[config.mk]
export PLATFORM = sky130hd
export DESIGN_NAME = la_id_stage
export DESIGN_NICKNAME = d
export VERILOG_FILES = /design/src/verilog/la_id_pkg.sv /design/src/verilog/la_ctrl_gen.sv /design/src/verilog/la_dec_reg.sv /design/src/verilog/la_id_stage.sv /design/src/verilog/la_imm_gen.sv /design/src/verilog/la_inst_decode.sv
export VERILOG_INCLUDE_DIRS = /design/src /design/src/verilog
export SDC_FILE = /design/constraint.sdc
export NUM_CORES = 1
export LEC_CHECK = 0
export BUFFER_PORTS_ARGS = -buffer_cell sky130_fd_sc_hd__buf_2
export CELL_PAD_IN_SITES_DETAIL_PLACEMENT = 2
export CELL_PAD_IN_SITES_GLOBAL_PLACEMENT = 2
export CORE_UTILIZATION = 33
export CTS_BUF_LIST = sky130_fd_sc_hd__clkbuf_8 sky130_fd_sc_hd__clkbuf_16
export CTS_CLUSTER_DIAMETER = 60
export CTS_CLUSTER_SIZE = 10
export DETAILED_ROUTE_END_ITERATION = 8
export PLACE_DENSITY_LB_ADDON = 0.08
export SLEW_MARGIN = 30
export SYNTH_ARGS = -nofsm -noshare
export SYNTH_HDL_FRONTEND = slang
export SYNTH_SLANG_ARGS = --single-unit
[constraint.sdc]
create_clock -name i_clk -period 3.7 [get_ports i_clk]
set_input_delay 0.555 -clock i_clk [delete_from_list [all_inputs] [get_ports i_clk]]
set_output_delay 0.555 -clock i_clk [all_outputs]
set_load 0.01 [all_outputs]
[src/verilog/la_consts.svh]
`ifndef LA_CONSTS_SVH
`define LA_CONSTS_SVH

`define LA_XLEN     32
`define LA_REG_W    5
`define LA_NUM_INST 39

// hit vector indices
`define LA_HIT_ADD_W     0
`define LA_HIT_SUB_W     1
`define LA_HIT_SLT       2
`define LA_HIT_SLTU      3
`define LA_HIT_NOR       4
`define LA_HIT_AND       5
`define LA_HIT_OR        6
`define LA_HIT_XOR       7
`define LA_HIT_SLLI_W    8
`define LA_HIT_SRLI_W    9
`define LA_HIT_SRAI_W    10
`define LA_HIT_ADDI_W    11
`define LA_HIT_LD_W      12
`define LA_HIT_ST_W      13
`define LA_HIT_JIRL      14
`define LA_HIT_B         15
`define LA_HIT_BL        16
`define LA_HIT_BEQ       17
`define LA_HIT_BNE       18
`define LA_HIT_LU12I_W   19
`define LA_HIT_SLTI      20
`define LA_HIT_SLTUI     21
`define LA_HIT_ANDI      22
`define LA_HIT_ORI       23
`define LA_HIT_XORI      24
`define LA_HIT_SLL_W     25
`define LA_HIT_SRL_W     26
`define LA_HIT_SRA_W     27
`define LA_HIT_PCADDU12I 28
`define LA_HIT_ST_B      29
`define LA_HIT_ST_H      30
`define LA_HIT_LD_B      31
`define LA_HIT_LD_H      32
`define LA_HIT_LD_HU     33
`define LA_HIT_LD_BU     34
`define LA_HIT_BLT       35
`define LA_HIT_BGE       36
`define LA_HIT_BLTU      37
`define LA_HIT_BGEU      38

// alu operation
`define LA_ALU_NOP   5'd0
`define LA_ALU_LUI   5'd1
`define LA_ALU_AUIPC 5'd2
`define LA_ALU_ADD   5'd3
`define LA_ALU_SUB   5'd4
`define LA_ALU_BNE   5'd5
`define LA_ALU_BLT   5'd6
`define LA_ALU_BGE   5'd7
`define LA_ALU_BLTU  5'd8
`define LA_ALU_BGEU  5'd9
`define LA_ALU_SLT   5'd10
`define LA_ALU_SLTU  5'd11
`define LA_ALU_XOR   5'd12
`define LA_ALU_OR    5'd13
`define LA_ALU_AND   5'd14
`define LA_ALU_SLL   5'd15
`define LA_ALU_SRL   5'd16
`define LA_ALU_SRA   5'd17
`define LA_ALU_NOR   5'd18
`define LA_ALU_BEQ   5'd19

// next pc operation
`define LA_NPC_PLUS4  5'b00000
`define LA_NPC_BRANCH 5'b00001
`define LA_NPC_JUMP   5'b00110
`define LA_NPC_JIRL   5'b11000

// register write data select
`define LA_WD_ALU 2'd0
`define LA_WD_MEM 2'd1
`define LA_WD_PC  2'd2

// data memory access type
`define LA_DM_WORD   3'd0
`define LA_DM_HALF   3'd1
`define LA_DM_HALF_U 3'd2
`define LA_DM_BYTE   3'd3
`define LA_DM_BYTE_U 3'd4

// major opcode match values
`define LA_OP6_ALU       6'h00
`define LA_OP6_LU12I     6'h05
`define LA_OP6_PCADDU12I 6'h07
`define LA_OP6_MEM       6'h0a
`define LA_OP4_3R        4'h0
`define LA_OP4_SHIFTI    4'h1
`define LA_OP2_3R        2'h1

`endif

[src/verilog/la_id_pkg.sv]
package la_id_pkg;

  typedef struct packed {
    logic [16:0] opcode;
    logic [4:0]  rk;
    logic [4:0]  rj;
    logic [4:0]  rd;
  } la_3r_t;

  typedef struct packed {
    logic [9:0]  opcode;
    logic [11:0] imm12;
    logic [4:0]  rj;
    logic [4:0]  rd;
  } la_2ri12_t;

  typedef struct packed {
    logic [5:0]  opcode;
    logic [15:0] offs16;
    logic [4:0]  rj;
    logic [4:0]  rd;
  } la_2ri16_t;

  typedef struct packed {
    logic [6:0]  opcode;
    logic [19:0] imm20;
    logic [4:0]  rd;
  } la_1ri20_t;

  typedef struct packed {
    logic [5:0]  opcode;
    logic [15:0] offs_lo; // offs[15:0]
    logic [9:0]  offs_hi; // offs[25:16]
  } la_i26_t;

  // one word, five views
  typedef union packed {
    la_3r_t    r3;
    la_2ri12_t ri12;
    la_2ri16_t ri16;
    la_1ri20_t ri20;
    la_i26_t   i26;
  } la_inst_u;

endpackage

[src/verilog/la_ctrl_gen.sv]
`timescale 1ns/100ps
`include "la_consts.svh"

module la_ctrl_gen (
  input  la_id_pkg::la_inst_u     i_inst,
  input  logic [`LA_NUM_INST-1:0] i_hit,
  input  logic                    i_illegal,
  output logic                    o_reg_write,
  output logic                    o_mem_write,
  output logic                    o_mem_read,
  output logic                    o_alu_src1,
  output logic                    o_alu_src2,
  output logic [1:0]              o_wd_sel,
  output logic [4:0]              o_npc_op,
  output logic [4:0]              o_alu_op,
  output logic [2:0]              o_dm_type,
  output logic [`LA_REG_W-1:0]    o_rd,
  output logic [`LA_REG_W-1:0]    o_rs1,
  output logic [`LA_REG_W-1:0]    o_rs2
);

  logic is_load;
  logic is_store;
  logic is_cbr;   // conditional branch
  logic is_add;   // address / link / pc-relative adds
  logic is_shi;

  assign is_load  = i_hit[`LA_HIT_LD_W] | i_hit[`LA_HIT_LD_H] | i_hit[`LA_HIT_LD_HU] |
                    i_hit[`LA_HIT_LD_B] | i_hit[`LA_HIT_LD_BU];
  assign is_store = i_hit[`LA_HIT_ST_W] | i_hit[`LA_HIT_ST_H] | i_hit[`LA_HIT_ST_B];
  assign is_cbr   = i_hit[`LA_HIT_BEQ] | i_hit[`LA_HIT_BNE] | i_hit[`LA_HIT_BLT] |
                    i_hit[`LA_HIT_BGE] | i_hit[`LA_HIT_BLTU] | i_hit[`LA_HIT_BGEU];
  assign is_add   = i_hit[`LA_HIT_ADD_W] | i_hit[`LA_HIT_ADDI_W] | is_load | is_store |
                    i_hit[`LA_HIT_JIRL] | i_hit[`LA_HIT_B] | i_hit[`LA_HIT_BL] |
                    i_hit[`LA_HIT_PCADDU12I];
  assign is_shi   = i_hit[`LA_HIT_SLLI_W] | i_hit[`LA_HIT_SRLI_W] | i_hit[`LA_HIT_SRAI_W];

  // side effects are killed for an illegal word
  assign o_reg_write = ~(is_store | is_cbr | i_hit[`LA_HIT_B]) & ~i_illegal;
  assign o_mem_write = is_store & ~i_illegal;
  assign o_mem_read  = is_load & ~i_illegal;

  assign o_alu_src1 = i_hit[`LA_HIT_JIRL] | i_hit[`LA_HIT_BL] | i_hit[`LA_HIT_PCADDU12I];
  assign o_alu_src2 = is_shi | i_hit[`LA_HIT_ADDI_W] | is_load | is_store |
                      i_hit[`LA_HIT_LU12I_W] | i_hit[`LA_HIT_JIRL] | i_hit[`LA_HIT_BL] |
                      i_hit[`LA_HIT_PCADDU12I] | i_hit[`LA_HIT_SLTI] | i_hit[`LA_HIT_SLTUI] |
                      i_hit[`LA_HIT_ANDI] | i_hit[`LA_HIT_ORI] | i_hit[`LA_HIT_XORI];

  assign o_wd_sel = (i_hit[`LA_HIT_JIRL] | i_hit[`LA_HIT_BL]) ? `LA_WD_PC  :
                    is_load                                  ? `LA_WD_MEM :
                                                               `LA_WD_ALU;

  assign o_npc_op = i_hit[`LA_HIT_JIRL]                    ? `LA_NPC_JIRL   :
                    (i_hit[`LA_HIT_B] | i_hit[`LA_HIT_BL]) ? `LA_NPC_JUMP   :
                    is_cbr                                 ? `LA_NPC_BRANCH :
                                                             `LA_NPC_PLUS4;

  //////////////////////////////////////////////////////////////////////////
  // alu op, one match per instruction group
  always_comb begin
    o_alu_op = `LA_ALU_NOP;
    if (is_add)                                              o_alu_op = `LA_ALU_ADD;
    if (i_hit[`LA_HIT_LU12I_W])                              o_alu_op = `LA_ALU_LUI;
    if (i_hit[`LA_HIT_SUB_W])                                o_alu_op = `LA_ALU_SUB;
    if (i_hit[`LA_HIT_SLT] | i_hit[`LA_HIT_SLTI])            o_alu_op = `LA_ALU_SLT;
    if (i_hit[`LA_HIT_SLTU] | i_hit[`LA_HIT_SLTUI])          o_alu_op = `LA_ALU_SLTU;
    if (i_hit[`LA_HIT_AND] | i_hit[`LA_HIT_ANDI])            o_alu_op = `LA_ALU_AND;
    if (i_hit[`LA_HIT_OR] | i_hit[`LA_HIT_ORI])              o_alu_op = `LA_ALU_OR;
    if (i_hit[`LA_HIT_XOR] | i_hit[`LA_HIT_XORI])            o_alu_op = `LA_ALU_XOR;
    if (i_hit[`LA_HIT_NOR])                                  o_alu_op = `LA_ALU_NOR;
    if (i_hit[`LA_HIT_SLL_W] | i_hit[`LA_HIT_SLLI_W])        o_alu_op = `LA_ALU_SLL;
    if (i_hit[`LA_HIT_SRL_W] | i_hit[`LA_HIT_SRLI_W])        o_alu_op = `LA_ALU_SRL;
    if (i_hit[`LA_HIT_SRA_W] | i_hit[`LA_HIT_SRAI_W])        o_alu_op = `LA_ALU_SRA;
    if (i_hit[`LA_HIT_BEQ])                                  o_alu_op = `LA_ALU_BEQ;
    if (i_hit[`LA_HIT_BNE])                                  o_alu_op = `LA_ALU_BNE;
    if (i_hit[`LA_HIT_BLT])                                  o_alu_op = `LA_ALU_BLT;
    if (i_hit[`LA_HIT_BGE])                                  o_alu_op = `LA_ALU_BGE;
    if (i_hit[`LA_HIT_BLTU])                                 o_alu_op = `LA_ALU_BLTU;
    if (i_hit[`LA_HIT_BGEU])                                 o_alu_op = `LA_ALU_BGEU;
  end

  // width and sign of the memory access
  always_comb begin
    o_dm_type = `LA_DM_WORD;
    if (i_hit[`LA_HIT_LD_H] | i_hit[`LA_HIT_ST_H]) o_dm_type = `LA_DM_HALF;
    if (i_hit[`LA_HIT_LD_HU])                      o_dm_type = `LA_DM_HALF_U;
    if (i_hit[`LA_HIT_LD_B] | i_hit[`LA_HIT_ST_B]) o_dm_type = `LA_DM_BYTE;
    if (i_hit[`LA_HIT_LD_BU])                      o_dm_type = `LA_DM_BYTE_U;
  end

  assign o_rd  = i_hit[`LA_HIT_BL] ? `LA_REG_W'd1 : i_inst.r3.rd; // bl links to r1
  assign o_rs1 = i_inst.r3.rj;
  assign o_rs2 = (is_store | is_cbr) ? i_inst.r3.rd : i_inst.r3.rk;

endmodule

[src/verilog/la_dec_reg.sv]
`timescale 1ns/100ps
`include "la_consts.svh"

module la_dec_reg (
  input  logic                 i_clk,
  input  logic                 i_rst_n,
  input  logic                 i_valid,
  output logic                 o_ready,
  output logic                 o_valid,
  input  logic                 i_ready,
  input  logic                 i_reg_write,
  input  logic                 i_mem_write,
  input  logic                 i_mem_read,
  input  logic                 i_alu_src1,
  input  logic                 i_alu_src2,
  input  logic [1:0]           i_wd_sel,
  input  logic [4:0]           i_npc_op,
  input  logic [4:0]           i_alu_op,
  input  logic [2:0]           i_dm_type,
  input  logic [`LA_XLEN-1:0]  i_imm4alu,
  input  logic [`LA_XLEN-1:0]  i_imm4pc,
  input  logic [`LA_REG_W-1:0] i_rd,
  input  logic [`LA_REG_W-1:0] i_rs1,
  input  logic [`LA_REG_W-1:0] i_rs2,
  input  logic                 i_illegal,
  output logic                 o_reg_write,
  output logic                 o_mem_write,
  output logic                 o_mem_read,
  output logic                 o_alu_src1,
  output logic                 o_alu_src2,
  output logic [1:0]           o_wd_sel,
  output logic [4:0]           o_npc_op,
  output logic [4:0]           o_alu_op,
  output logic [2:0]           o_dm_type,
  output logic [`LA_XLEN-1:0]  o_imm4alu,
  output logic [`LA_XLEN-1:0]  o_imm4pc,
  output logic [`LA_REG_W-1:0] o_rd,
  output logic [`LA_REG_W-1:0] o_rs1,
  output logic [`LA_REG_W-1:0] o_rs2,
  output logic                 o_illegal
);

  logic load;

  assign o_ready = ~o_valid | i_ready; // refill while draining
  assign load    = i_valid & o_ready;

  always_ff @(posedge i_clk) begin
    if (!i_rst_n) begin
      o_valid <= 1'b0;
    end else if (load) begin
      o_valid <= 1'b1;
    end else if (i_ready) begin
      o_valid <= 1'b0; // drained, nothing new
    end
  end

  // payload
  always_ff @(posedge i_clk) begin
    if (load) begin
      o_reg_write <= i_reg_write;
      o_mem_write <= i_mem_write;
      o_mem_read  <= i_mem_read;
      o_alu_src1  <= i_alu_src1;
      o_alu_src2  <= i_alu_src2;
      o_wd_sel    <= i_wd_sel;
      o_npc_op    <= i_npc_op;
      o_alu_op    <= i_alu_op;
      o_dm_type   <= i_dm_type;
      o_imm4alu   <= i_imm4alu;
      o_imm4pc    <= i_imm4pc;
      o_rd        <= i_rd;
      o_rs1       <= i_rs1;
      o_rs2       <= i_rs2;
      o_illegal   <= i_illegal;
    end
  end

endmodule

[src/verilog/la_id_stage.sv]
`timescale 1ns/100ps
`include "la_consts.svh"

module la_id_stage (
  input  logic                 i_clk,
  input  logic                 i_rst_n,
  input  logic                 i_inst_valid,
  output logic                 o_inst_ready,
  input  logic [`LA_XLEN-1:0]  i_inst,
  output logic                 o_dec_valid,
  input  logic                 i_dec_ready,
  output logic                 o_reg_write,
  output logic                 o_mem_write,
  output logic                 o_mem_read,
  output logic                 o_alu_src1,
  output logic                 o_alu_src2,
  output logic [1:0]           o_wd_sel,
  output logic [4:0]           o_npc_op,
  output logic [4:0]           o_alu_op,
  output logic [2:0]           o_dm_type,
  output logic [`LA_XLEN-1:0]  o_imm4alu,
  output logic [`LA_XLEN-1:0]  o_imm4pc,
  output logic [`LA_REG_W-1:0] o_rd,
  output logic [`LA_REG_W-1:0] o_rs1,
  output logic [`LA_REG_W-1:0] o_rs2,
  output logic                 o_illegal
);

  logic [`LA_NUM_INST-1:0] hit;
  logic                    illegal;
  logic                    reg_write;
  logic                    mem_write;
  logic                    mem_read;
  logic                    alu_src1;
  logic                    alu_src2;
  logic [1:0]              wd_sel;
  logic [4:0]              npc_op;
  logic [4:0]              alu_op;
  logic [2:0]              dm_type;
  logic [`LA_XLEN-1:0]     imm4alu;
  logic [`LA_XLEN-1:0]     imm4pc;
  logic [`LA_REG_W-1:0]    rd;
  logic [`LA_REG_W-1:0]    rs1;
  logic [`LA_REG_W-1:0]    rs2;

  ////////////////////////////////////////////////////////////////////////////
  // combinational decode
  la_inst_decode u_inst_decode (
    .i_inst    (i_inst),
    .o_hit     (hit),
    .o_illegal (illegal)
  );

  la_ctrl_gen u_ctrl_gen (
    .i_inst      (i_inst),
    .i_hit       (hit),
    .i_illegal   (illegal),
    .o_reg_write (reg_write),
    .o_mem_write (mem_write),
    .o_mem_read  (mem_read),
    .o_alu_src1  (alu_src1),
    .o_alu_src2  (alu_src2),
    .o_wd_sel    (wd_sel),
    .o_npc_op    (npc_op),
    .o_alu_op    (alu_op),
    .o_dm_type   (dm_type),
    .o_rd        (rd),
    .o_rs1       (rs1),
    .o_rs2       (rs2)
  );

  la_imm_gen u_imm_gen (
    .i_inst    (i_inst),
    .i_hit     (hit),
    .o_imm4alu (imm4alu),
    .o_imm4pc  (imm4pc)
  );

  ////////////////////////////////////////////////////////////////////////////
  // output slice, owns both handshakes
  la_dec_reg u_dec_reg (
    .i_clk       (i_clk),
    .i_rst_n     (i_rst_n),
    .i_valid     (i_inst_valid),
    .o_ready     (o_inst_ready),
    .o_valid     (o_dec_valid),
    .i_ready     (i_dec_ready),
    .i_reg_write (reg_write),
    .i_mem_write (mem_write),
    .i_mem_read  (mem_read),
    .i_alu_src1  (alu_src1),
    .i_alu_src2  (alu_src2),
    .i_wd_sel    (wd_sel),
    .i_npc_op    (npc_op),
    .i_alu_op    (alu_op),
    .i_dm_type   (dm_type),
    .i_imm4alu   (imm4alu),
    .i_imm4pc    (imm4pc),
    .i_rd        (rd),
    .i_rs1       (rs1),
    .i_rs2       (rs2),
    .i_illegal   (illegal),
    .o_reg_write (o_reg_write),
    .o_mem_write (o_mem_write),
    .o_mem_read  (o_mem_read),
    .o_alu_src1  (o_alu_src1),
    .o_alu_src2  (o_alu_src2),
    .o_wd_sel    (o_wd_sel),
    .o_npc_op    (o_npc_op),
    .o_alu_op    (o_alu_op),
    .o_dm_type   (o_dm_type),
    .o_imm4alu   (o_imm4alu),
    .o_imm4pc    (o_imm4pc),
    .o_rd        (o_rd),
    .o_rs1       (o_rs1),
    .o_rs2       (o_rs2),
    .o_illegal   (o_illegal)
  );

endmodule

[src/verilog/la_imm_gen.sv]
`timescale 1ns/100ps
`include "la_consts.svh"

module la_imm_gen (
  input  la_id_pkg::la_inst_u     i_inst,
  input  logic [`LA_NUM_INST-1:0] i_hit,
  output logic [`LA_XLEN-1:0]     o_imm4alu,
  output logic [`LA_XLEN-1:0]     o_imm4pc
);

  logic [25:0]         i26;
  logic [`LA_XLEN-1:0] offs16_x;  // sign-extended, word offset
  logic [`LA_XLEN-1:0] offs26_x;
  logic                need_4;
  logic                need_i20;
  logic                need_si16;
  logic                need_si26;
  logic                need_ui5;
  logic                need_ui12;

  assign i26      = {i_inst.i26.offs_hi, i_inst.i26.offs_lo};
  assign offs16_x = {{14{i_inst.ri16.offs16[15]}}, i_inst.ri16.offs16, 2'b00};
  assign offs26_x = {{4{i26[25]}}, i26, 2'b00};

  assign need_4    = i_hit[`LA_HIT_JIRL] | i_hit[`LA_HIT_BL]; // link address pc + 4
  assign need_i20  = i_hit[`LA_HIT_LU12I_W] | i_hit[`LA_HIT_PCADDU12I];
  assign need_si16 = i_hit[`LA_HIT_JIRL] | i_hit[`LA_HIT_BEQ] | i_hit[`LA_HIT_BNE] |
                     i_hit[`LA_HIT_BLT] | i_hit[`LA_HIT_BGE] | i_hit[`LA_HIT_BLTU] |
                     i_hit[`LA_HIT_BGEU];
  assign need_si26 = i_hit[`LA_HIT_B] | i_hit[`LA_HIT_BL];
  assign need_ui5  = i_hit[`LA_HIT_SLLI_W] | i_hit[`LA_HIT_SRLI_W] | i_hit[`LA_HIT_SRAI_W];
  assign need_ui12 = i_hit[`LA_HIT_ANDI] | i_hit[`LA_HIT_ORI] | i_hit[`LA_HIT_XORI];

  assign o_imm4alu = need_4    ? `LA_XLEN'd4                                :
                     need_i20  ? {i_inst.ri20.imm20, 12'b0}                 :
                     need_si16 ? offs16_x                                   :
                     need_si26 ? offs26_x                                   :
                     need_ui5  ? {27'b0, i_inst.r3.rk}                      :
                     need_ui12 ? {20'b0, i_inst.ri12.imm12}                 :
                                 {{20{i_inst.ri12.imm12[11]}}, i_inst.ri12.imm12};

  assign o_imm4pc = need_si26 ? offs26_x :
                    need_si16 ? offs16_x :
                                '0;

endmodule

[src/verilog/la_inst_decode.sv]
`timescale 1ns/100ps
`include "la_consts.svh"

module la_inst_decode (
  input  la_id_pkg::la_inst_u     i_inst,
  output logic [`LA_NUM_INST-1:0] o_hit,
  output logic                    o_illegal
);

  logic [5:0]  op_31_26;
  logic [3:0]  op_25_22;
  logic [1:0]  op_21_20;
  logic [4:0]  op_19_15;
  logic [63:0] d6;
  logic [15:0] d4;
  logic [3:0]  d2;
  logic [31:0] d5;
  logic        r3_grp;
  logic        shi_grp;

  // 3r opcode spans bits 31:15
  assign op_31_26 = i_inst.r3.opcode[16:11];
  assign op_25_22 = i_inst.r3.opcode[10:7];
  assign op_21_20 = i_inst.r3.opcode[6:5];
  assign op_19_15 = i_inst.r3.opcode[4:0];

  assign d6 = 64'd1 << op_31_26;
  assign d4 = 16'd1 << op_25_22;
  assign d2 = 4'd1 << op_21_20;
  assign d5 = 32'd1 << op_19_15;

  assign r3_grp  = d6[`LA_OP6_ALU] & d4[`LA_OP4_3R] & d2[`LA_OP2_3R];
  assign shi_grp = d6[`LA_OP6_ALU] & d4[`LA_OP4_SHIFTI] & d2[2'h0];

  //////////////////////////////////////////////////////////////////////////
  // register-register
  assign o_hit[`LA_HIT_ADD_W]  = r3_grp & d5[5'h00];
  assign o_hit[`LA_HIT_SUB_W]  = r3_grp & d5[5'h02];
  assign o_hit[`LA_HIT_SLT]    = r3_grp & d5[5'h04];
  assign o_hit[`LA_HIT_SLTU]   = r3_grp & d5[5'h05];
  assign o_hit[`LA_HIT_NOR]    = r3_grp & d5[5'h08];
  assign o_hit[`LA_HIT_AND]    = r3_grp & d5[5'h09];
  assign o_hit[`LA_HIT_OR]     = r3_grp & d5[5'h0a];
  assign o_hit[`LA_HIT_XOR]    = r3_grp & d5[5'h0b];
  assign o_hit[`LA_HIT_SLL_W]  = r3_grp & d5[5'h0e];
  assign o_hit[`LA_HIT_SRL_W]  = r3_grp & d5[5'h0f];
  assign o_hit[`LA_HIT_SRA_W]  = r3_grp & d5[5'h10];
  assign o_hit[`LA_HIT_SLLI_W] = shi_grp & d5[5'h01];
  assign o_hit[`LA_HIT_SRLI_W] = shi_grp & d5[5'h09];
  assign o_hit[`LA_HIT_SRAI_W] = shi_grp & d5[5'h11];

  // 12-bit immediate arithmetic
  assign o_hit[`LA_HIT_SLTI]   = d6[`LA_OP6_ALU] & d4[4'h8];
  assign o_hit[`LA_HIT_SLTUI]  = d6[`LA_OP6_ALU] & d4[4'h9];
  assign o_hit[`LA_HIT_ADDI_W] = d6[`LA_OP6_ALU] & d4[4'ha];
  assign o_hit[`LA_HIT_ANDI]   = d6[`LA_OP6_ALU] & d4[4'hd];
  assign o_hit[`LA_HIT_ORI]    = d6[`LA_OP6_ALU] & d4[4'he];
  assign o_hit[`LA_HIT_XORI]   = d6[`LA_OP6_ALU] & d4[4'hf];

  // 20-bit upper immediate, bit 25 must be clear
  assign o_hit[`LA_HIT_LU12I_W]   = d6[`LA_OP6_LU12I] & ~i_inst.ri20.opcode[0];
  assign o_hit[`LA_HIT_PCADDU12I] = d6[`LA_OP6_PCADDU12I] & ~i_inst.ri20.opcode[0];

  //////////////////////////////////////////////////////////////////////////
  // loads and stores
  assign o_hit[`LA_HIT_LD_B]  = d6[`LA_OP6_MEM] & d4[4'h0];
  assign o_hit[`LA_HIT_LD_H]  = d6[`LA_OP6_MEM] & d4[4'h1];
  assign o_hit[`LA_HIT_LD_W]  = d6[`LA_OP6_MEM] & d4[4'h2];
  assign o_hit[`LA_HIT_ST_B]  = d6[`LA_OP6_MEM] & d4[4'h4];
  assign o_hit[`LA_HIT_ST_H]  = d6[`LA_OP6_MEM] & d4[4'h5];
  assign o_hit[`LA_HIT_ST_W]  = d6[`LA_OP6_MEM] & d4[4'h6];
  assign o_hit[`LA_HIT_LD_BU] = d6[`LA_OP6_MEM] & d4[4'h8];
  assign o_hit[`LA_HIT_LD_HU] = d6[`LA_OP6_MEM] & d4[4'h9];

  // jumps and branches, major opcode only
  assign o_hit[`LA_HIT_JIRL] = d6[6'h13];
  assign o_hit[`LA_HIT_B]    = d6[6'h14];
  assign o_hit[`LA_HIT_BL]   = d6[6'h15];
  assign o_hit[`LA_HIT_BEQ]  = d6[6'h16];
  assign o_hit[`LA_HIT_BNE]  = d6[6'h17];
  assign o_hit[`LA_HIT_BLT]  = d6[6'h18];
  assign o_hit[`LA_HIT_BGE]  = d6[6'h19];
  assign o_hit[`LA_HIT_BLTU] = d6[6'h1a];
  assign o_hit[`LA_HIT_BGEU] = d6[6'h1b];

  assign o_illegal = ~|o_hit; // nothing matched

endmodule
# --- After elaboration in Yosys (flattened, before gate mapping) ---
# Cells that the tools add are included.
totals:
  regBits: 101
  input_bits: 36
  out_inout_bits: 102
  word_cells: 165
op_classes:
  shifts: 4
  n_mux: 33
  n_bitwise: 98
  reduce_logical: 8
op_table:
  columns: ["operator", "count"]
  rows:
  - ["$mux W32", 7]
  - ["$or A1 B1 Y1", 57]
  - ["$reduce_or A39 Y1", 1]
  - ["$and A1 B1 Y1", 38]
  - ["$mux W5", 7]
  - ["$mux W4", 8]
  - ["$shl A1 B6 Y28 const A", 1]
  - ["$shl A1 B5 Y18 const A", 1]
  - ["$shl A1 B4 Y16 const A", 1]
  - ["$mux W2", 4]
  - ["$mux W1", 6]
  - ["$reduce_or A2 Y1", 3]
  - ["$reduce_or A5 Y1", 1]
  - ["$reduce_or A4 Y1", 1]
  - ["$mux W3", 1]
  - ["$not A1 Y1", 3]
  - ["$reduce_bool A2 Y1", 1]
  - ["$shl A1 B2 Y2 const A", 1]
  - ["$logic_not A1 Y1", 1]

# --- Depth between registers and ports, before layout ---
# Gate-level depths: netlist (run 1).
depth:
  ltp_word: 29
  depth_mapped: 7
  mapped_depth_nobuf: 5

# --- By module ---
# Synthesis (run 1) repeated with hierarchy kept, for this count alone.
hier_totals:
  hier_cells: 457
  hier_area_um2: 5158.7
modules_own_cells:
  columns: ["module", "instances", "cells_per_inst", "area_each_um2", "seq_area_each_um2"]
  rows:
  - ["la_dec_reg", 1, 105, 3060.4, 3022.9]
  - ["la_imm_gen", 1, 158, 894.6, 0.0]
  - ["la_inst_decode", 1, 111, 658.1, 0.0]
  - ["la_ctrl_gen", 1, 83, 545.5, 0.0]

# --- Least setup slack after synthesis (run 1) ---
# OpenSTA, ideal clock, no wires.
synth_path:
  path_type: "input -> register"
  from: "input i_dec_ready"
  to: "register u_dec_reg.o_alu_op[0], enable pin"
  setup_ns: 0.461
  arrival_ns: 2.899
  t_required_ns: 3.239
  setup_slack_ns: 0.340
  stages: 2
  n_path_buf: 0
  path_cell_list: "nand2b_1 > and2_1"
synth_between:
  elab_chain_len: 2
synth_lines:
  columns: ["element", "line", "rtl"]
  rows:
  - ["from (decl)", "la_id_stage.sv:11", "input logic i_dec_ready,"]
  - ["$or A1 B1 Y1", "la_dec_reg.sv:45", "assign o_ready = ~o_valid | i_ready;"]
  - ["$and A1 B1 Y1", "la_dec_reg.sv:46", "assign load = i_valid & o_ready;"]
  - ["named net u_dec_reg.load", "la_dec_reg.sv:43", "logic load;"]
  - ["to (signal assigned)", "la_dec_reg.sv:68", "o_alu_op <= i_alu_op;"]
  - ["to (decl)", "la_dec_reg.sv:33", "output logic [4:0] o_alu_op,"]
# The timed path passes the listed nets, and every way through them passes these cells.
# A chain may end at the register's enable or synchronous reset.

# --- Worst setup path after layout (run 1) ---
layout_path:
  from: "input i_inst[31]"
  to: "register u_dec_reg.o_imm4alu[12] (data pin)"
layout_between:
  elab_chain_len: 10
  word_cells_on_any_way: 29
  classes_between: "shift: 1; mux: 5; bitwise: 23"
layout_lines:
  columns: ["element", "line", "rtl"]
  rows:
  - ["from (decl)", "la_id_stage.sv:9", "input logic [`LA_XLEN-1:0] i_inst,"]
  - ["$shl A1 B6 Y28 (*)", "la_inst_decode.sv:27", "assign d6 = 64'd1 << op_31_26;"]
  - ["$and A1 B1 Y1 (2 in series)", "la_inst_decode.sv:33", "assign shi_grp = d6[`LA_OP6_ALU] & d4[`LA_OP4_SHIFTI] & d2[2'h0];"]
  - ["$and A1 B1 Y1, on equally long branches", "la_inst_decode.sv:48, la_inst_decode.sv:49", null]
  - ["$or A1 B1 Y1 (2 in series)", "la_imm_gen.sv:31", "assign need_ui5 = i_hit[`LA_HIT_SLLI_W] | i_hit[`LA_HIT_SRLI_W] | i_hit[`LA_HIT_SRAI_W];"]
  - ["$mux W32", "la_imm_gen.sv:38", "need_ui5 ? {27'b0, i_inst.r3.rk} :"]
  - ["$mux W32", "la_imm_gen.sv:37", "need_si26 ? offs26_x :"]
  - ["$mux W32", "la_imm_gen.sv:36", "need_si16 ? offs16_x :"]
  - ["$mux W32", "la_imm_gen.sv:35", "need_i20 ? {i_inst.ri20.imm20, 12'b0} :"]
  - ["to (signal assigned)", "la_dec_reg.sv:70", "o_imm4alu <= i_imm4alu;"]
  - ["to (decl)", "la_dec_reg.sv:35", "output logic [`LA_XLEN-1:0] o_imm4alu,"]
# Every way passes the cells marked *; elsewhere a longest branch is shown, timed or not.

==> results.py, run 1 <==
metrics = {
    "global_route": {
        "grt_antenna_before_repair": 1,
        "grt_start_max_net_pins": 53,
        "grt_usage_pct": 21.3,
        "grt.overflow.total": 0,
        "wire_length_of_the_first_global_routing_pass_mm": 22.6,
        "first_global_vias": 3726,
    },
    "drt": {
        "drt_first_pass_iters": 4,
        "dr_total_vias": 3610,
        "drt-total-wl_mm": 14.8,
        "detail_route.vias_per_cell": 5.29,
        "drt.antenna.violating_nets": 0,
        "drc_violations": 0,
        "dr.first_iter.drc_count": 190,
        "wl_per_cell_um": 21.7,
    },
    "yosys": {
        "ys_ff_latch": 93,
        "seq_total_area_yosys_pct": 60.9,
        "yosysUniqueCellTypes": 67,
        "gate_count_after_technology_mapping": 378,
        "synthDominantCellAreaShare_pct": 60.4,
        "main_area_contributors_after_synthesis": "edfxtp_1, a21oi_1, and2_1",
        "ys.warnings.count": 0,
        "syn-mean-instance-area_um2": 12.1,
        "most_instantiated_flip_flop_cell_in_the_synthesis_netlist": "edfxtp_1",
        "netlist_area_um2": 4570,
        "postSynth.asyncResetShare_pct": 0,
        "synth_enable_flop_cells": 92,
        "yosys.area.top_type": "edfxtp_1",
    },
    "floorplan": {
        "initial_core_utilization_pct": 34.1,
        "die-area_um2": 14300,
        "rows": 42,
        "boundaryPins": 138,
        "fp.coreArea_um2": 13400,
        "fp.dieH_um": 120,
        "dieWidth_um": 120,
    },
    "setup_path": {
        "cp_data_required_time_ns": 3.89,
        "start_kind": "input pin",
        "kind_of_capture_point_of_the_worst_setup_path": "flop",
        "critical_path.max_fanout": 11,
        "critical-path-max-stage-delay_ns": 0.72,
        "crit_path_top_delay_cell": "a211oi_2",
        "path_cells": "buf_2 > nand2b_1 > a211oi_2 > buf_4 > and2_1 > nor2_1 > a21oi_1",
        "worst-setup-path-type": "input pin to flop",
        "cp.arrival_ns": 2.51,
    },
    "placed_design": {
        "place.port_buffers": 135,
        "hpwlAfterDp_mm": 10.6,
        "place_congestion": 0.802,
        "dp_slack_ns": 0.961,
    },
    "cells_and_area": {
        "final_nets": 537,
        "synthToLayoutAreaGrowth_pct": 22.2,
        "antenna_cells": 0,
        "area_occupied_by_registers_um2": 2780,
        "n_fill_cell": 1415,
        "drive_above_1_share_pct": 36.2,
        "multi_input_area_um2": 1500,
    },
    "clock_network": {
        "cts_made_buffers": 9,
        "htreeDepth": 3,
        "tritoncts_num_sinks": 93,
        "post_cts.repair.setup_buffers": 0,
        "cts_root_buffer": "clkbuf_16",
        "postCtsHoldBufs": 0,
        "clock_tree.buffer_depth": 2,
        "cts_tree": "yes",
        "cts.reportedPaths.clkPinSlew_ns": 0.07,
        "postCtsResizedCells": 0,
        "clk-insertion-delay-late_ns": 0.34,
    },
    "sta": {
        "worst_setup_slack_final_ns": 1.38,
        "final.period_utilization_pct": 62.7,
        "slew_headroom_pct": 37.3,
        "timing.final.hold_violations": 0,
        "clock-skew-final_ns": 0.00600,
        "timing.setup.tns_ns": 0,
        "rsz0062_at_grt": "false",
        "final-setup-viol-count": 0,
        "timing_max_transition_violations_final": 0,
        "hold-worst-slack_ns": 0.436,
        "max_freq_mhz": 431,
        "finalWorstPathRequiredPeriod_ns": 2.32,
        "worst_pin_slew_ns": 0.940,
    },
    "flow_run": {
        "max_cap_violations": 0,
    },
    "worst_hold_path": {
        "hold_class": "input pin to flop",
    },
    "power": {
        "power_per_unit_of_standard_cell_area_nw_per_um2": 443,
        "vdd_ir_drop_max_uv": 196,
        "p_leak_nw": 2.29,
    },
    "run_status": {
        "status": "completed",
    },
}
==> logic make-up (layout without fill, tap and decap cells) <==
kind of cell | after synthesis | after routing | share of synthesized area, %
mux | 5 | 5 | 1.23
other cells | 1 | 2 | 0.0820
flops | 93 | 93 | 60.9
xor+xnor | 2 | 2 | 0.383
buf+inv | 50 | 177 | 6.51
simple gates | 123 | 123 | 15.5
compound gates | 104 | 104 | 15.4
==> critical path: cells and delay by family <==
family / cells / cell delay [ns]
simple gates: 3 / 0.63
buf+inv: 2 / 0.42
compound gates: 2 / 0.89
==> placed cells by master (no fill, tap or decap), types with 3 or more instances in the layout <==
cell type and count:
a21o_1 5, a21oi_1 36, a31oi_1 13, and2_1 20, and3_1 3, buf_2 135
buf_4 8, clkbuf_16 9, edfxtp_1 92, inv_1 19, mux2_2 5, nand2_1 12
nand2b_1 7, nand3_1 5, nand4_1 3, nor2_1 29, nor2b_1 6, nor3_1 8
nor3b_1 5, nor4_1 4, o21ai_0 21
==> stage by stage <==
| step | total power, mW | area (µm²) | utilization [%] | instances |
|---|---|---|---|---|
| 4_1_cts | 2.51 | 5590 | 41.7 | 682 |
| 3_5_place_dp | 1.62 | 5310 | 39.6 | 666 |
| 6_report | 2.48 | 5590 | 41.7 | 682 |
| 3_3_place_gp | 1.61 | 5310 | 39.6 | 666 |
| 2_1_floorplan | 1.48 | 4580 | - | 379 |
| 5_1_grt | 2.57 | 5590 | 41.7 | 682 |
==> cells in the mapped netlist, types with 2 or more instances <==
library cell and number:
a21o_1 5, a21boi_0 2, buf_4 12, buf_2 5, nor4bb_1 2, nand4_1 3
nor2_1 29, a31oi_1 13, and3_1 3, buf_6 5, a211o_1 2, nand3b_1 2
clkbuf_8 2, edfxtp_1 92, nor2b_1 6, nand3_1 5, nor3_1 8, o21ai_0 21
and2_1 21, nand2b_1 7, nor3_2 2, nand2_1 12, a211oi_1 2, nor4_1 5
or2_2 2, clkbuf_1 7, o211ai_1 2, o21a_1 2, inv_1 18, mux2_2 5
nor3b_1 5, a21oi_1 36
==> final timing paths <==
kind                          start                       to  slack [ns]  cells after the start
setup / recovery         i_inst[31]  u_dec_reg.o_imm4alu[12]        1.38                      7
hold / removal            i_inst[5]       u_dec_reg.o_rs1[0]        0.44                      1
setup reg to reg  u_dec_reg.o_valid    u_dec_reg.o_npc_op[2]        1.93                      3
hold reg to reg   u_dec_reg.o_valid        u_dec_reg.o_valid        0.54                      2
==> state kept, by name, indices dropped and copies added (netlist names) <==
register               flops
u_dec_reg.o_alu_op         5
u_dec_reg.o_alu_src1       1
u_dec_reg.o_alu_src2       1
u_dec_reg.o_dm_type        3
u_dec_reg.o_illegal        1
u_dec_reg.o_imm4alu       32
u_dec_reg.o_imm4pc        26
u_dec_reg.o_mem_read       1
u_dec_reg.o_mem_write      1
u_dec_reg.o_npc_op         3
u_dec_reg.o_rd             5
u_dec_reg.o_reg_write      1
u_dec_reg.o_rs1            5
u_dec_reg.o_rs2            5
u_dec_reg.o_valid          1
u_dec_reg.o_wd_sel         2
==> layer usage <==
metal / vias up / GRT usage [%] / share of wire [%]
met5: - / 0 / 0.061
met4: 2 / 6.48 / 1.3
met3: 19 / 3.37 / 4.2
met2: 109 / 35.4 / 49
met1: 1831 / 28.4 / 45
li1: 1649 / - / -
==> where the power goes <==
group	switching (mW)	total [mW]	internal (mW)
Combinational	0.215	0.330	0.115
Sequential	0.0229	1.27	1.24
Clock	0.407	0.881	0.473
==> cell type report <==
cell class | instances | area share [%]
clock inverter | 6 | 0.694
clock buffer | 10 | 4.28
inverter | 18 | 1.21
multi-input combinational | 236 | 26.9
tap | 176 | 3.94
sequential | 93 | 49.8
timing repair buffer | 143 | 13.2
No activity file was read; power rests on OpenSTA's default activity.
==> inputs of run 2 (changes only) <==
--- a/config.mk
+++ b/config.mk
@@ -6,10 +6,11 @@
 export SDC_FILE = /design/constraint.sdc
 export NUM_CORES = 1
 export LEC_CHECK = 0
+export ABC_AREA = 1
 export BUFFER_PORTS_ARGS = -buffer_cell sky130_fd_sc_hd__buf_2
 export CELL_PAD_IN_SITES_DETAIL_PLACEMENT = 2
 export CELL_PAD_IN_SITES_GLOBAL_PLACEMENT = 2
-export CORE_UTILIZATION = 33
+export CORE_UTILIZATION = 28
 export CTS_BUF_LIST = sky130_fd_sc_hd__clkbuf_8 sky130_fd_sc_hd__clkbuf_16
 export CTS_CLUSTER_DIAMETER = 60
 export CTS_CLUSTER_SIZE = 10
==> constraint.sdc (replaced) <==
create_clock -name i_clk -period 2.1 [get_ports i_clk]
set_input_delay 0.315 -clock i_clk [delete_from_list [all_inputs] [get_ports i_clk]]
set_output_delay 0.315 -clock i_clk [all_outputs]
set_load 0.01 [all_outputs]
==> run 2 against run 1 <==
  * Combinational power increased by 88%
  * Routed wire length increased by 10%
  * Worst hold slack got worse by 0.25 ns
  * Setup slack got worse by 0.97 ns
  * Final cell count increased by 28%
  * First-iteration DRC count unchanged
  * Via count increased by 13%
  * Clock skew increased by 0.0024 ns
  * Clock power increased by 110%
  * Largest cell class unchanged
==> results.py, run 2 <==
metrics = {
    "cells_and_area": {
        "layout.cells.most_common": "buf_2",
        "synthToLayoutAreaGrowth_pct": 29.4,
        "layout.cells.most_common_list": "buf_2, edfxtp_1, nand2_1",
        "antenna_cells": 0,
        "drive_above_1_share_pct": 35.4,
        "largest_registers": "u_dec_reg.o_imm4alu (32), u_dec_reg.o_imm4pc (26)",
        "n_fill_cell": 1868,
        "final_core_util_pct": 37.2,
        "final_nets": 681,
        "max_reg_flops": 32,
        "largest-register": "u_dec_reg.o_imm4alu",
    },
    "global_route": {
        "groute.layer.met3.usage_pct": 2.76,
        "grt_usage_pct": 19.4,
        "use_met1_pct": 24.7,
        "top_usage_layer": "met2",
        "first_global_vias": 4451,
        "grt_antenna_before_repair": 0,
        "grt.met2_usage_pct": 33.5,
        "wire_length_of_the_first_global_routing_pass_mm": 25.6,
        "grt.overflow.total": 0,
        "grt_start_max_net_pins": 29,
    },
    "yosys": {
        "yosysUniqueCellTypes": 32,
        "syn-mean-instance-area_um2": 9.71,
        "most_instantiated_flip_flop_cell_in_the_synthesis_netlist": "edfxtp_1",
        "yosys.area.top_type": "edfxtp_1",
        "ys_ff_latch": 93,
        "postSynth.asyncResetShare_pct": 0,
        "synthDominantCellAreaShare_pct": 58.0,
        "seq_total_area_yosys_pct": 58.4,
        "main_area_contributors_after_synthesis": "edfxtp_1, nand2_1, nor2_1",
        "synth_enable_flop_cells": 92,
        "ys_top_cells_by_count": "edfxtp_1, nand2_1, nor2_1",
        "netlist_area_um2": 4770,
        "yosys.cell_count.top_type": "edfxtp_1",
        "gate_count_after_technology_mapping": 491,
        "ys.warnings.count": 0,
    },
    "clock_network": {
        "clk-insertion-delay-late_ns": 0.36,
        "postCtsHoldBufs": 0,
        "cts.reportedPaths.clkPinSlew_ns": 0.06,
        "htreeDepth": 3,
        "cts_tree": "yes",
        "cts_made_buffers": 9,
        "post_cts.repair.setup_buffers": 0,
        "postCtsResizedCells": 0,
        "cts_root_buffer": "clkbuf_16",
        "tritoncts_num_sinks": 93,
        "clock_tree.buffer_depth": 2,
    },
    "sta": {
        "max_freq_mhz": 593,
        "final-setup-viol-count": 0,
        "final.period_utilization_pct": 80.3,
        "rsz0062_at_grt": "false",
        "slew_headroom_pct": 60.2,
        "worst_pin_slew_ns": 0.595,
        "clock-skew-final_ns": 0.00838,
        "timing.final.hold_violations": 0,
        "timing_max_transition_violations_final": 0,
        "finalWorstPathRequiredPeriod_ns": 1.69,
        "timing.setup.tns_ns": 0,
    },
    "floorplan": {
        "boundaryPins": 138,
        "die-area_um2": 17600,
        "fp.coreArea_um2": 16600,
        "rows": 47,
        "dieWidth_um": 132,
        "initial_core_utilization_pct": 28.7,
        "fp.dieH_um": 132,
    },
    "drt": {
        "drt.antenna.violating_nets": 0,
        "drt-total-wl_mm": 16.3,
        "dr.first_iter.drc_count": 190,
        "detail_route.vias_per_cell": 4.70,
        "drc_violations": 0,
        "drt_first_pass_iters": 4,
        "wl_per_cell_um": 18.8,
        "dr_total_vias": 4087,
    },
    "power": {
        "p_leak_nw": 2.81,
        "vdd_ir_drop_max_uv": 409,
        "power_per_unit_of_standard_cell_area_nw_per_um2": 757,
    },
    "setup_path": {
        "reg2reg_setup_slack_ns": 0.67,
        "kind_of_capture_point_of_the_worst_setup_path": "flop",
        "worstReg2RegStart": "u_dec_reg.o_valid",
        "timing.critical_path.to": "u_dec_reg.o_imm4alu[21]",
        "cp_data_required_time_ns": 2.19,
        "crit_path_start": "i_inst[27]",
        "cp.arrival_ns": 1.78,
        "reg2regPathDepth": 2,
        "critical_path.max_fanout": 10,
        "worst-setup-path-type": "input pin to flop",
        "start_kind": "input pin",
        "worstReg2RegEnd": "u_dec_reg.o_rs1[0]",
    },
    "placed_design": {
        "place.port_buffers": 135,
        "place_congestion": 0.862,
        "hpwlAfterDp_mm": 13.0,
    },
    "run_status": {
        "status": "completed",
    },
    "worst_hold_path": {
        "hold_class": "input pin to flop",
        "startpoint_of_the_tightest_hold_check_path": "i_inst[5]",
    },
    "flow_run": {
        "max_cap_violations": 0,
    },
}
## run 2: cell types whose count changed after synthesis, sizes merged, moves of 22 or more
| cell | change |
|---|---|
| nand2 | +75 |
| nor2 | +65 |
| inv | +44 |
| nand3 | +27 |
| and2 | -22 |
## run 2: logic make-up (layout without fill, tap and decap cells)
| logic type | Yosys count | in the layout | share of synthesized area (%) |
|---|---|---|---|
| flops | 93 | 93 | 58.4 |
| buf+inv | 83 | 241 | 8.11 |
| other cells | 1 | 2 | 0.0787 |
| simple gates | 246 | 246 | 25.8 |
| compound gates | 68 | 68 | 7.66 |
## run 2: through the flow
stage	total power [mW]	setup slack, ns	cell area, µm²	cells	hold WS, ns
floorplan	2.60	-0.230	4780	492	0.414
global placement	2.89	0.0984	5850	854	0.501
detailed placement	2.91	0.0401	5850	854	0.532
CTS	4.74	0.410	6170	870	0.167
global route	4.85	0.269	6170	870	0.180
finish	4.67	0.413	6170	870	0.186
## run 2: power breakdown
group          switching, mW  internal, mW
registers             0.0417          2.19
clock network          0.762          1.05
logic                  0.402         0.219
## run 2: layout make-up
class	instances	area, µm²	share of cell area [%]
inverters	64	240	3.89
flip-flops and latches	93	2780	45.1
well taps	220	275	4.46
repair buffers	161	933	15.1
clock buffers	9	225	3.65
multi-input cells	316	1610	26.1
clock inverters	7	97.6	1.58
## run 2: critical path, stage by stage
cell,delay (ns)
buf_2,0.15
nand2_2,0.14
inv_2,0.04
nand3_1,0.19
inv_1,0.09
o21ai_1,0.29
buf_4,0.25
nand2_1,0.11
nor2_1,0.11
a21oi_1,0.09
## run 2: worst min-delay path by stage
stage / end / slack (ns) / depth (start not counted)
global placement: u_dec_reg.o_valid / 0.50 / 2
detailed placement: u_dec_reg.o_rs1[0] / 0.53 / 1
global route: u_dec_reg.o_rs1[2] / 0.18 / 1
CTS: u_dec_reg.o_rs1[0] / 0.17 / 1
finish: u_dec_reg.o_rs1[0] / 0.19 / 1
floorplan: u_dec_reg.o_rs1[0] / 0.41 / 0
## run 2: per-layer routing
layer | vias to the layer above | share of wire [%]
li1 | 1965 | -
met1 | 2023 | 45
met2 | 84 | 50
met3 | 15 | 2.7
met4 | 0 | 1.7
met5 | - | 0
